[src/logic/gpio_params.svh]
// Shared constants for the APB GPIO block
// Pad count, bus widths, register word indices and interrupt type codes

`ifndef GPIO_PARAMS_SVH
`define GPIO_PARAMS_SVH

`define GPIO_PAD_NUM            32
`define GPIO_DATA_W             32
`define GPIO_ADDR_W             12

// Word index taken from the byte address
`define GPIO_IDX_MSB            6
`define GPIO_IDX_LSB            2

`define GPIO_REG_PADDIR         5'd0   // 0x00
`define GPIO_REG_GPIOEN         5'd2   // 0x08
`define GPIO_REG_PADIN          5'd4   // 0x10
`define GPIO_REG_PADOUT         5'd6   // 0x18
`define GPIO_REG_PADOUTSET      5'd8   // 0x20
`define GPIO_REG_PADOUTCLR      5'd10  // 0x28
`define GPIO_REG_INTEN          5'd12  // 0x30
`define GPIO_REG_INTTYPE_00_15  5'd14  // 0x38
`define GPIO_REG_INTTYPE_16_31  5'd15  // 0x3C
`define GPIO_REG_INTSTATUS      5'd18  // 0x48

// Code 2'b11 disables the pad interrupt
`define GPIO_INT_FALL           2'b00
`define GPIO_INT_RISE           2'b01
`define GPIO_INT_BOTH           2'b10

`endif

[src/logic/gpio_pkg.sv]
// Types for the APB GPIO block
// APB data word seen flat or as sixteen 2-bit interrupt type fields

`default_nettype none

`include "gpio_params.svh"

package gpio_pkg;

    typedef logic [`GPIO_DATA_W-1:0] apb_word_t;

    typedef logic [`GPIO_DATA_W/2-1:0][1:0] inttype_fields_t;

    // One register word, decoded both ways
    typedef union packed
    {
        apb_word_t       bits;     // Flat APB view
        inttype_fields_t inttype;  // Per-pad type codes
    } apb_word_u;

endpackage

`default_nettype wire

[src/logic/gpio_apb_regs.sv]
// APB register file for the GPIO block
// Write decode, configuration registers, output set/clear
// and the read multiplexer

`timescale 1ns/1ps
`default_nettype none

`include "gpio_params.svh"

module gpio_apb_regs
(
    input  logic                      HCLK,
    input  logic                      HRESETn,
    input  logic [`GPIO_ADDR_W-1:0]   PADDR,
    input  logic [`GPIO_DATA_W-1:0]   PWDATA,
    input  logic                      PWRITE,
    input  logic                      PSEL,
    input  logic                      PENABLE,
    output logic [`GPIO_DATA_W-1:0]   PRDATA,
    input  logic [`GPIO_PAD_NUM-1:0]  pad_in,
    input  logic [`GPIO_PAD_NUM-1:0]  int_status,
    output logic [`GPIO_PAD_NUM-1:0]  pad_dir,
    output logic [`GPIO_PAD_NUM-1:0]  pad_out,
    output logic [`GPIO_PAD_NUM-1:0]  pad_en,
    output logic [`GPIO_PAD_NUM-1:0]  int_en,
    output gpio_pkg::apb_word_u       inttype_lo,
    output gpio_pkg::apb_word_u       inttype_hi,
    output logic                      status_rd
);

    logic [`GPIO_IDX_MSB-`GPIO_IDX_LSB:0] reg_idx;
    logic                                 wr_access;
    logic                                 rd_access;

    assign reg_idx   = PADDR[`GPIO_IDX_MSB:`GPIO_IDX_LSB];
    assign wr_access = PSEL & PENABLE & PWRITE;
    assign rd_access = PSEL & PENABLE & ~PWRITE;

    // Status clear request, one access cycle long
    assign status_rd = rd_access && (reg_idx == `GPIO_REG_INTSTATUS);

    always_ff @(posedge HCLK or negedge HRESETn)
    begin
        if (!HRESETn)
        begin
            pad_dir         <= '0;
            pad_out         <= '0;
            pad_en          <= '0;
            int_en          <= '0;
            inttype_lo.bits <= '0;  // Type 00 on all pads
            inttype_hi.bits <= '0;
        end
        else if (wr_access)
        begin
            case (reg_idx)
                `GPIO_REG_PADDIR:
                    pad_dir <= PWDATA;
                `GPIO_REG_GPIOEN:
                    pad_en <= PWDATA;
                `GPIO_REG_PADOUT:
                    pad_out <= PWDATA;
                `GPIO_REG_PADOUTSET:
                    pad_out <= pad_out | PWDATA;
                `GPIO_REG_PADOUTCLR:
                    pad_out <= pad_out & ~PWDATA;  // Ones in data clear
                `GPIO_REG_INTEN:
                    int_en <= PWDATA;
                `GPIO_REG_INTTYPE_00_15:
                    inttype_lo.bits <= PWDATA;
                `GPIO_REG_INTTYPE_16_31:
                    inttype_hi.bits <= PWDATA;
                default:
                begin
                    // Read-only or unmapped, write ignored
                end
            endcase
        end
    end

    // Bus is idle-zero outside read access cycles
    always_comb
    begin
        PRDATA = '0;
        if (rd_access)
        begin
            case (reg_idx)
                `GPIO_REG_PADDIR:
                    PRDATA = pad_dir;
                `GPIO_REG_GPIOEN:
                    PRDATA = pad_en;
                `GPIO_REG_PADIN:
                    PRDATA = pad_in;
                `GPIO_REG_PADOUT:
                    PRDATA = pad_out;
                `GPIO_REG_INTEN:
                    PRDATA = int_en;
                `GPIO_REG_INTTYPE_00_15:
                    PRDATA = inttype_lo.bits;
                `GPIO_REG_INTTYPE_16_31:
                    PRDATA = inttype_hi.bits;
                `GPIO_REG_INTSTATUS:
                    PRDATA = int_status;  // Cleared after this cycle
                default:
                    PRDATA = '0;  // Unmapped and write-only words
            endcase
        end
    end

endmodule

`default_nettype wire

[src/logic/gpio_input_sync.sv]
// Pad input synchronizer
// Two sync stages plus a history stage, rise and fall pulses

`timescale 1ns/1ps
`default_nettype none

`include "gpio_params.svh"

module gpio_input_sync
(
    input  logic                      HCLK,
    input  logic                      HRESETn,
    input  logic [`GPIO_PAD_NUM-1:0]  gpio_in,
    output logic [`GPIO_PAD_NUM-1:0]  pad_sync,
    output logic [`GPIO_PAD_NUM-1:0]  pad_in,
    output logic [`GPIO_PAD_NUM-1:0]  pad_rise,
    output logic [`GPIO_PAD_NUM-1:0]  pad_fall
);

    logic [`GPIO_PAD_NUM-1:0] sync_meta;  // First stage, may go metastable

    always_ff @(posedge HCLK or negedge HRESETn)
    begin
        if (!HRESETn)
        begin
            sync_meta <= '0;
            pad_sync  <= '0;
            pad_in    <= '0;
        end
        else
        begin
            sync_meta <= gpio_in;
            pad_sync  <= sync_meta;
            pad_in    <= pad_sync;  // Previous synchronized value
        end
    end

    assign pad_rise = pad_sync & ~pad_in;
    assign pad_fall = ~pad_sync & pad_in;

endmodule

`default_nettype wire

[src/logic/gpio_irq_ctrl.sv]
// GPIO interrupt controller
// Per-pad type match, sticky status with read clear, interrupt line

`timescale 1ns/1ps
`default_nettype none

`include "gpio_params.svh"

module gpio_irq_ctrl
(
    input  logic                      HCLK,
    input  logic                      HRESETn,
    input  logic [`GPIO_PAD_NUM-1:0]  pad_rise,
    input  logic [`GPIO_PAD_NUM-1:0]  pad_fall,
    input  logic [`GPIO_PAD_NUM-1:0]  pad_en,
    input  logic [`GPIO_PAD_NUM-1:0]  int_en,
    input  gpio_pkg::apb_word_u       inttype_lo,
    input  gpio_pkg::apb_word_u       inttype_hi,
    input  logic                      status_rd,
    output logic [`GPIO_PAD_NUM-1:0]  int_status,
    output logic                      interrupt
);

    localparam int FIELDS = `GPIO_DATA_W / 2;  // Pads per type register

    logic [`GPIO_PAD_NUM-1:0] type_hit;
    logic [`GPIO_PAD_NUM-1:0] event_hit;

    function automatic logic edge_match(input logic [1:0] code, input logic rise,
                                        input logic fall);
        case (code)
            `GPIO_INT_FALL: edge_match = fall;
            `GPIO_INT_RISE: edge_match = rise;
            `GPIO_INT_BOTH: edge_match = rise | fall;
            default:        edge_match = 1'b0;  // Type 11 never fires
        endcase
    endfunction

    always_comb
    begin
        for (int i = 0; i < FIELDS; i++)
        begin
            type_hit[i]          = edge_match(inttype_lo.inttype[i], pad_rise[i],
                                              pad_fall[i]);
            type_hit[i + FIELDS] = edge_match(inttype_hi.inttype[i], pad_rise[i + FIELDS],
                                              pad_fall[i + FIELDS]);
        end
    end

    assign event_hit = type_hit & pad_en & int_en;
    assign interrupt = |event_hit;  // Same-cycle pulse

    // New events win over a read clear in the same cycle
    always_ff @(posedge HCLK or negedge HRESETn)
    begin
        if (!HRESETn)
            int_status <= '0;
        else if (interrupt)
            int_status <= int_status | event_hit;
        else if (status_rd)
            int_status <= '0;
    end

endmodule

`default_nettype wire

[src/logic/gpio_top.sv]
// APB GPIO block, 32 pads
// Register file, input synchronizer and interrupt controller

`timescale 1ns/1ps
`default_nettype none

`include "gpio_params.svh"

module gpio_top
(
    input  logic                      HCLK,
    input  logic                      HRESETn,
    input  logic [`GPIO_ADDR_W-1:0]   PADDR,
    input  logic [`GPIO_DATA_W-1:0]   PWDATA,
    input  logic                      PWRITE,
    input  logic                      PSEL,
    input  logic                      PENABLE,
    output logic [`GPIO_DATA_W-1:0]   PRDATA,
    output logic                      PREADY,
    output logic                      PSLVERR,
    input  logic [`GPIO_PAD_NUM-1:0]  gpio_in,
    output logic [`GPIO_PAD_NUM-1:0]  gpio_in_sync,
    output logic [`GPIO_PAD_NUM-1:0]  gpio_out,
    output logic [`GPIO_PAD_NUM-1:0]  gpio_dir,
    output logic                      interrupt
);

    import gpio_pkg::*;

    logic [`GPIO_PAD_NUM-1:0] pad_en;
    logic [`GPIO_PAD_NUM-1:0] int_en;
    logic [`GPIO_PAD_NUM-1:0] int_status;
    logic [`GPIO_PAD_NUM-1:0] pad_in;
    logic [`GPIO_PAD_NUM-1:0] pad_rise;
    logic [`GPIO_PAD_NUM-1:0] pad_fall;
    apb_word_u                inttype_lo;
    apb_word_u                inttype_hi;
    logic                     status_rd;

    assign PREADY  = 1'b1;  // No wait states
    assign PSLVERR = 1'b0;

    gpio_apb_regs u_regs
    (
        .HCLK       (HCLK),
        .HRESETn    (HRESETn),
        .PADDR      (PADDR),
        .PWDATA     (PWDATA),
        .PWRITE     (PWRITE),
        .PSEL       (PSEL),
        .PENABLE    (PENABLE),
        .PRDATA     (PRDATA),
        .pad_in     (pad_in),
        .int_status (int_status),
        .pad_dir    (gpio_dir),
        .pad_out    (gpio_out),
        .pad_en     (pad_en),
        .int_en     (int_en),
        .inttype_lo (inttype_lo),
        .inttype_hi (inttype_hi),
        .status_rd  (status_rd)
    );

    gpio_input_sync u_sync
    (
        .HCLK     (HCLK),
        .HRESETn  (HRESETn),
        .gpio_in  (gpio_in),
        .pad_sync (gpio_in_sync),
        .pad_in   (pad_in),
        .pad_rise (pad_rise),
        .pad_fall (pad_fall)
    );

    gpio_irq_ctrl u_irq
    (
        .HCLK       (HCLK),
        .HRESETn    (HRESETn),
        .pad_rise   (pad_rise),
        .pad_fall   (pad_fall),
        .pad_en     (pad_en),
        .int_en     (int_en),
        .inttype_lo (inttype_lo),
        .inttype_hi (inttype_hi),
        .status_rd  (status_rd),
        .int_status (int_status),
        .interrupt  (interrupt)
    );

endmodule

`default_nettype wire

[config.mk]
export PLATFORM = sky130hd
export DESIGN_NAME = gpio_top
export DESIGN_NICKNAME = d
export VERILOG_FILES = /design/src/logic/gpio_pkg.sv /design/src/logic/gpio_apb_regs.sv /design/src/logic/gpio_input_sync.sv /design/src/logic/gpio_irq_ctrl.sv /design/src/logic/gpio_top.sv
export VERILOG_INCLUDE_DIRS = /design/src /design/src/logic
export SDC_FILE = /design/constraint.sdc
export NUM_CORES = 1
export LEC_CHECK = 0
export ABC_AREA = 1
export BUFFER_PORTS_ARGS = -buffer_cell sky130_fd_sc_hd__clkbuf_2
export CORE_ASPECT_RATIO = 1.25
export CORE_MARGIN = 4
export CORE_UTILIZATION = 50
export CTS_CLUSTER_DIAMETER = 40
export DETAILED_ROUTE_END_ITERATION = 10
export PLACE_DENSITY = 0.74
export SYNTH_ARGS = -nofsm -noshare
export SYNTH_HDL_FRONTEND = slang
export SYNTH_SLANG_ARGS = --single-unit
[constraint.sdc]
create_clock -name HCLK -period 1.7 [get_ports HCLK]
set_clock_uncertainty 0.15 [all_clocks]
set_input_delay 0.17 -clock HCLK [delete_from_list [all_inputs] [get_ports HCLK]]
set_output_delay 0.17 -clock HCLK [all_outputs]
set_load 0.005 [all_outputs]
==> flow_summary_export.csv <==
group,metric,value,unit
die,coreArea,0.0294,mm^2
global_route,antenna_found_initial,0,
sta,clock.fmax,0.372,GHz
placed_design,numPortBuffers,202,
clock_network,clk-insertion-delay-late,0.54,ns
hold_path,min_from,"gpio_in[26]",
die,start_util,50.9,%
clock_network,numCtsBuffers,39,
sta,fin_tns_setup,-30.43,ns
sta,setup_violations,68,
sta,grt_setup_unrepaired,"true",
drt,detail-route-antenna-nets,0,
final_layout,fin_cells,2827,
drt,via_per_inst,5.77,
outcome,violations,"setup timing",
sta,hold_violations,0,
yosys,synth_area_leaders,"dfrtp_1 53%, nand2_1 13%, inv_1 6.1%",
drt,via_count,16300,
hold_path,whs_endpoint,"u_sync.sync_meta[26]$_DFF_PN0_",
final_layout,fin_nets,2549,
setup_path,crit_path_end_kind,"output port",
global_route,grt_pass1_wl,87000,um
setup_path,reg2reg_depth,16,
global_route,overflow,0,
yosys,synth.avg_cell_area,8.35,um^2
final_layout,areaGrowthSynthToFinish,51.9,%
outcome,run_status,"finished with violations",
drt,totalWireLength,60000,um
clock_network,cts_max_path_buffers,3,
placed_design,dp.cells,2626,
setup_path,critical_path.cell_chain,"inv_1 -> ha_1 -> nand2_1 -> inv_1 -> nor2_1 -> nand3_1 -> nand2_2 -> nor2_4 -> nand2_2 -> nor2_2 -> nand2_2 -> buf_6 -> buf_8",
die,rows,70,
yosys,yosysSeqAreaShare,53.5,%
setup_path,worst_ep_required_time,1.38,ns
power_and_ir_drop,p_leak,11.6,nW
setup_path,r2r-end,"u_irq.int_status[18]$_DFFE_PN0P_",
clock_network,cts_sinks,320,
yosys,ys_seq_elements,320,
setup_path,slowest_delay,0.40,ns
yosys,postSynthCellCount,1792,
final_layout,final_layout_size_suffix_gt1_share,37.8,%
die,die_area,0.0328,mm^2
placed_design,gp_congestion,0.913,
setup_path,worstSetupStartpointType,"flip-flop",
drt,wire_per_inst,21.2,um
setup_path,critical_path.top_delay_family,"simple AND/OR/NAND/NOR gates",
clock_network,clk_pin_slew_worst_paths,0.06,ns
final_layout,final_common_cell,"nand2_1",
global_route,grt_pass1_vias,16200,
sta,slew_violations,0,
die,ios,212,
yosys,synth.net_count,1937,
final_layout,fill_cells,1715,
setup_path,cp_max_fo,3,
global_route,grt_max_degree,67,
setup_path,cp.arrival,2.37,ns
drt,drt_pass1_iterations,6,
placed_design,dpl.hpwl,35300,um
power_and_ir_drop,peakVddDrop,0.000867,V
job,drv_cap,0,
yosys,synth_cell_types,28,
clock_network,clockRootBuffer,"clkbuf_16",
yosys,yosysTopAreaCell,"dfrtp_1",
setup_path,path_common_cell,"nand2_2",
power_and_ir_drop,power.density,947,mW/mm^2
yosys,syn_area,0.0150,mm^2
drt,drc,0,
yosys,netlist.area_leader.share,53.5,%
sta,min_period_over_period,158,%
sta,setup_ws,-0.990,ns
setup_path,crit_slowest_cell,"dfrtp_1",
global_route,grtUsageTotal,33.6,%
yosys,yosys_warnings,0,
setup_path,regToRegSetupSlack,-0.76,ns
drt,drt_iter0_markers,2055,
final_layout,n_antenna_cell,0,
clock_network,cts_tree,"built",
final_layout,final_cell_mix,"503 x nand2_1, 320 x dfrtp_1, 281 x buf_4",
setup_path,crit_start,"u_sync.pad_sync[0]$_DFF_PN0_",
hold_path,hold_class,"input port to flip-flop",
setup_path,path_buf_inv,4,
sta,period_needed,2.69,ns
die,die_y,201,um
die,die_w,163,um
setup_path,r2r-start,"u_sync.pad_sync[0]$_DFF_PN0_",
hold_path,holdPathStages,2,
clock_network,htreeDepth,2,
setup_path,timing_worst_setup_path_type,"flip-flop to output port",
metrics by stage:
stage	total power, mW	hold slack, ns	setup WS [ns]	area, um^2	util [%]
CTS	21.0	0.110	-0.922	21900	74.6
global route	22.3	0.134	-1.06	22700	77.3
finish	21.5	0.123	-0.990	22700	77.3
floorplan	10.3	-0.276	-0.0550	15000	-
detailed placement	12.1	-0.0666	-0.473	18800	64.0
global placement	11.9	-0.0711	-0.454	18800	64.0
layer usage:
layer / vias up / global-route usage, % / part of all wire, %
li1: 6982 / - / -
met1: 7706 / 40.0 / 34
met4: 0 / 20.9 / 8.8
met3: 400 / 6.68 / 10
met2: 1227 / 55.8 / 47
met5: - / 0 / 0
flip-flops by register name (all words and copies together), names as in the netlist:
register / cells
u_sync.sync_meta: 32
u_regs.int_en: 32
u_regs.pad_out: 32
u_sync.pad_in: 32
u_regs.pad_en: 32
u_regs.inttype_lo: 32
u_regs.pad_dir: 32
u_regs.inttype_hi: 32
u_sync.pad_sync: 32
u_irq.int_status: 32
Yosys cell counts:
| library cell | count |
|---|---|
| a21oi_1 | 83 |
| a22o_1 | 1 |
| a31oi_1 | 11 |
| a41oi_1 | 1 |
| buf_1 | 3 |
| buf_2 | 31 |
| buf_4 | 4 |
| clkbuf_1 | 38 |
| clkinv_1 | 1 |
| conb_1 | 2 |
| dfrtp_1 | 320 |
| ha_1 | 64 |
| inv_1 | 243 |
| inv_2 | 4 |
| nand2_1 | 537 |
| nand2_2 | 3 |
| nand3_1 | 44 |
| nand3_2 | 1 |
| nand3b_1 | 32 |
| nand4_1 | 4 |
| nor2_1 | 81 |
| nor2_2 | 1 |
| nor3_1 | 1 |
| nor3_2 | 1 |
| o21ai_0 | 101 |
| o21ai_1 | 85 |
| o22ai_1 | 94 |
| or2_1 | 1 |
worst max path at each step:
stage	end	cells past startpoint
after floorplan	u_irq.int_status[22]$_DFFE_PN0P_	14
after global placement	interrupt	11
after detailed placement	interrupt	11
after CTS	interrupt	11
after global routing	interrupt	11
final	interrupt	13
report_power, final:
group / switching [mW] / internal [mW] / total (mW) / leakage [nW]
logic: 2.24 / 1.84 / 4.07 / 7.05
registers: 0.596 / 8.41 / 9.01 / 3.94
clock network: 3.47 / 4.99 / 8.45 / 0.640
cells by family (layout without fill, tap and decap cells):
family / after synthesis / after routing / share of synthesized area [%]
other: 2 / 2 / 0.0502
and+or+nand+nor: 706 / 706 / 19.1
AOI/OAI and AO/OA: 376 / 376 / 13.5
buffers and inverters: 324 / 963 / 8.48
DFF: 320 / 320 / 53.5
adders and majority gates: 64 / 64 / 5.35
final cells by class:
type                    count  area, um^2  share of cell area [%]
repair buffers            647        5270                    23.2
well taps                 396         495                    2.18
clock buffers              51        1110                    4.90
multi-input cells        1148        6720                    29.6
inverters                 248         946                    4.16
clock inverters            17         183                   0.803
flip-flops and latches    320        8010                    35.2
timing repair:
action,4_1_cts,5_1_grt
resized for setup,246,190
hold buffers,66,0
endpoints found under the setup margin,65,65
setup buffers,49,44
hold endpoints to repair,543,0
cloned,4,1
pin swaps,113,90
(Power assumes the default switching activity.)
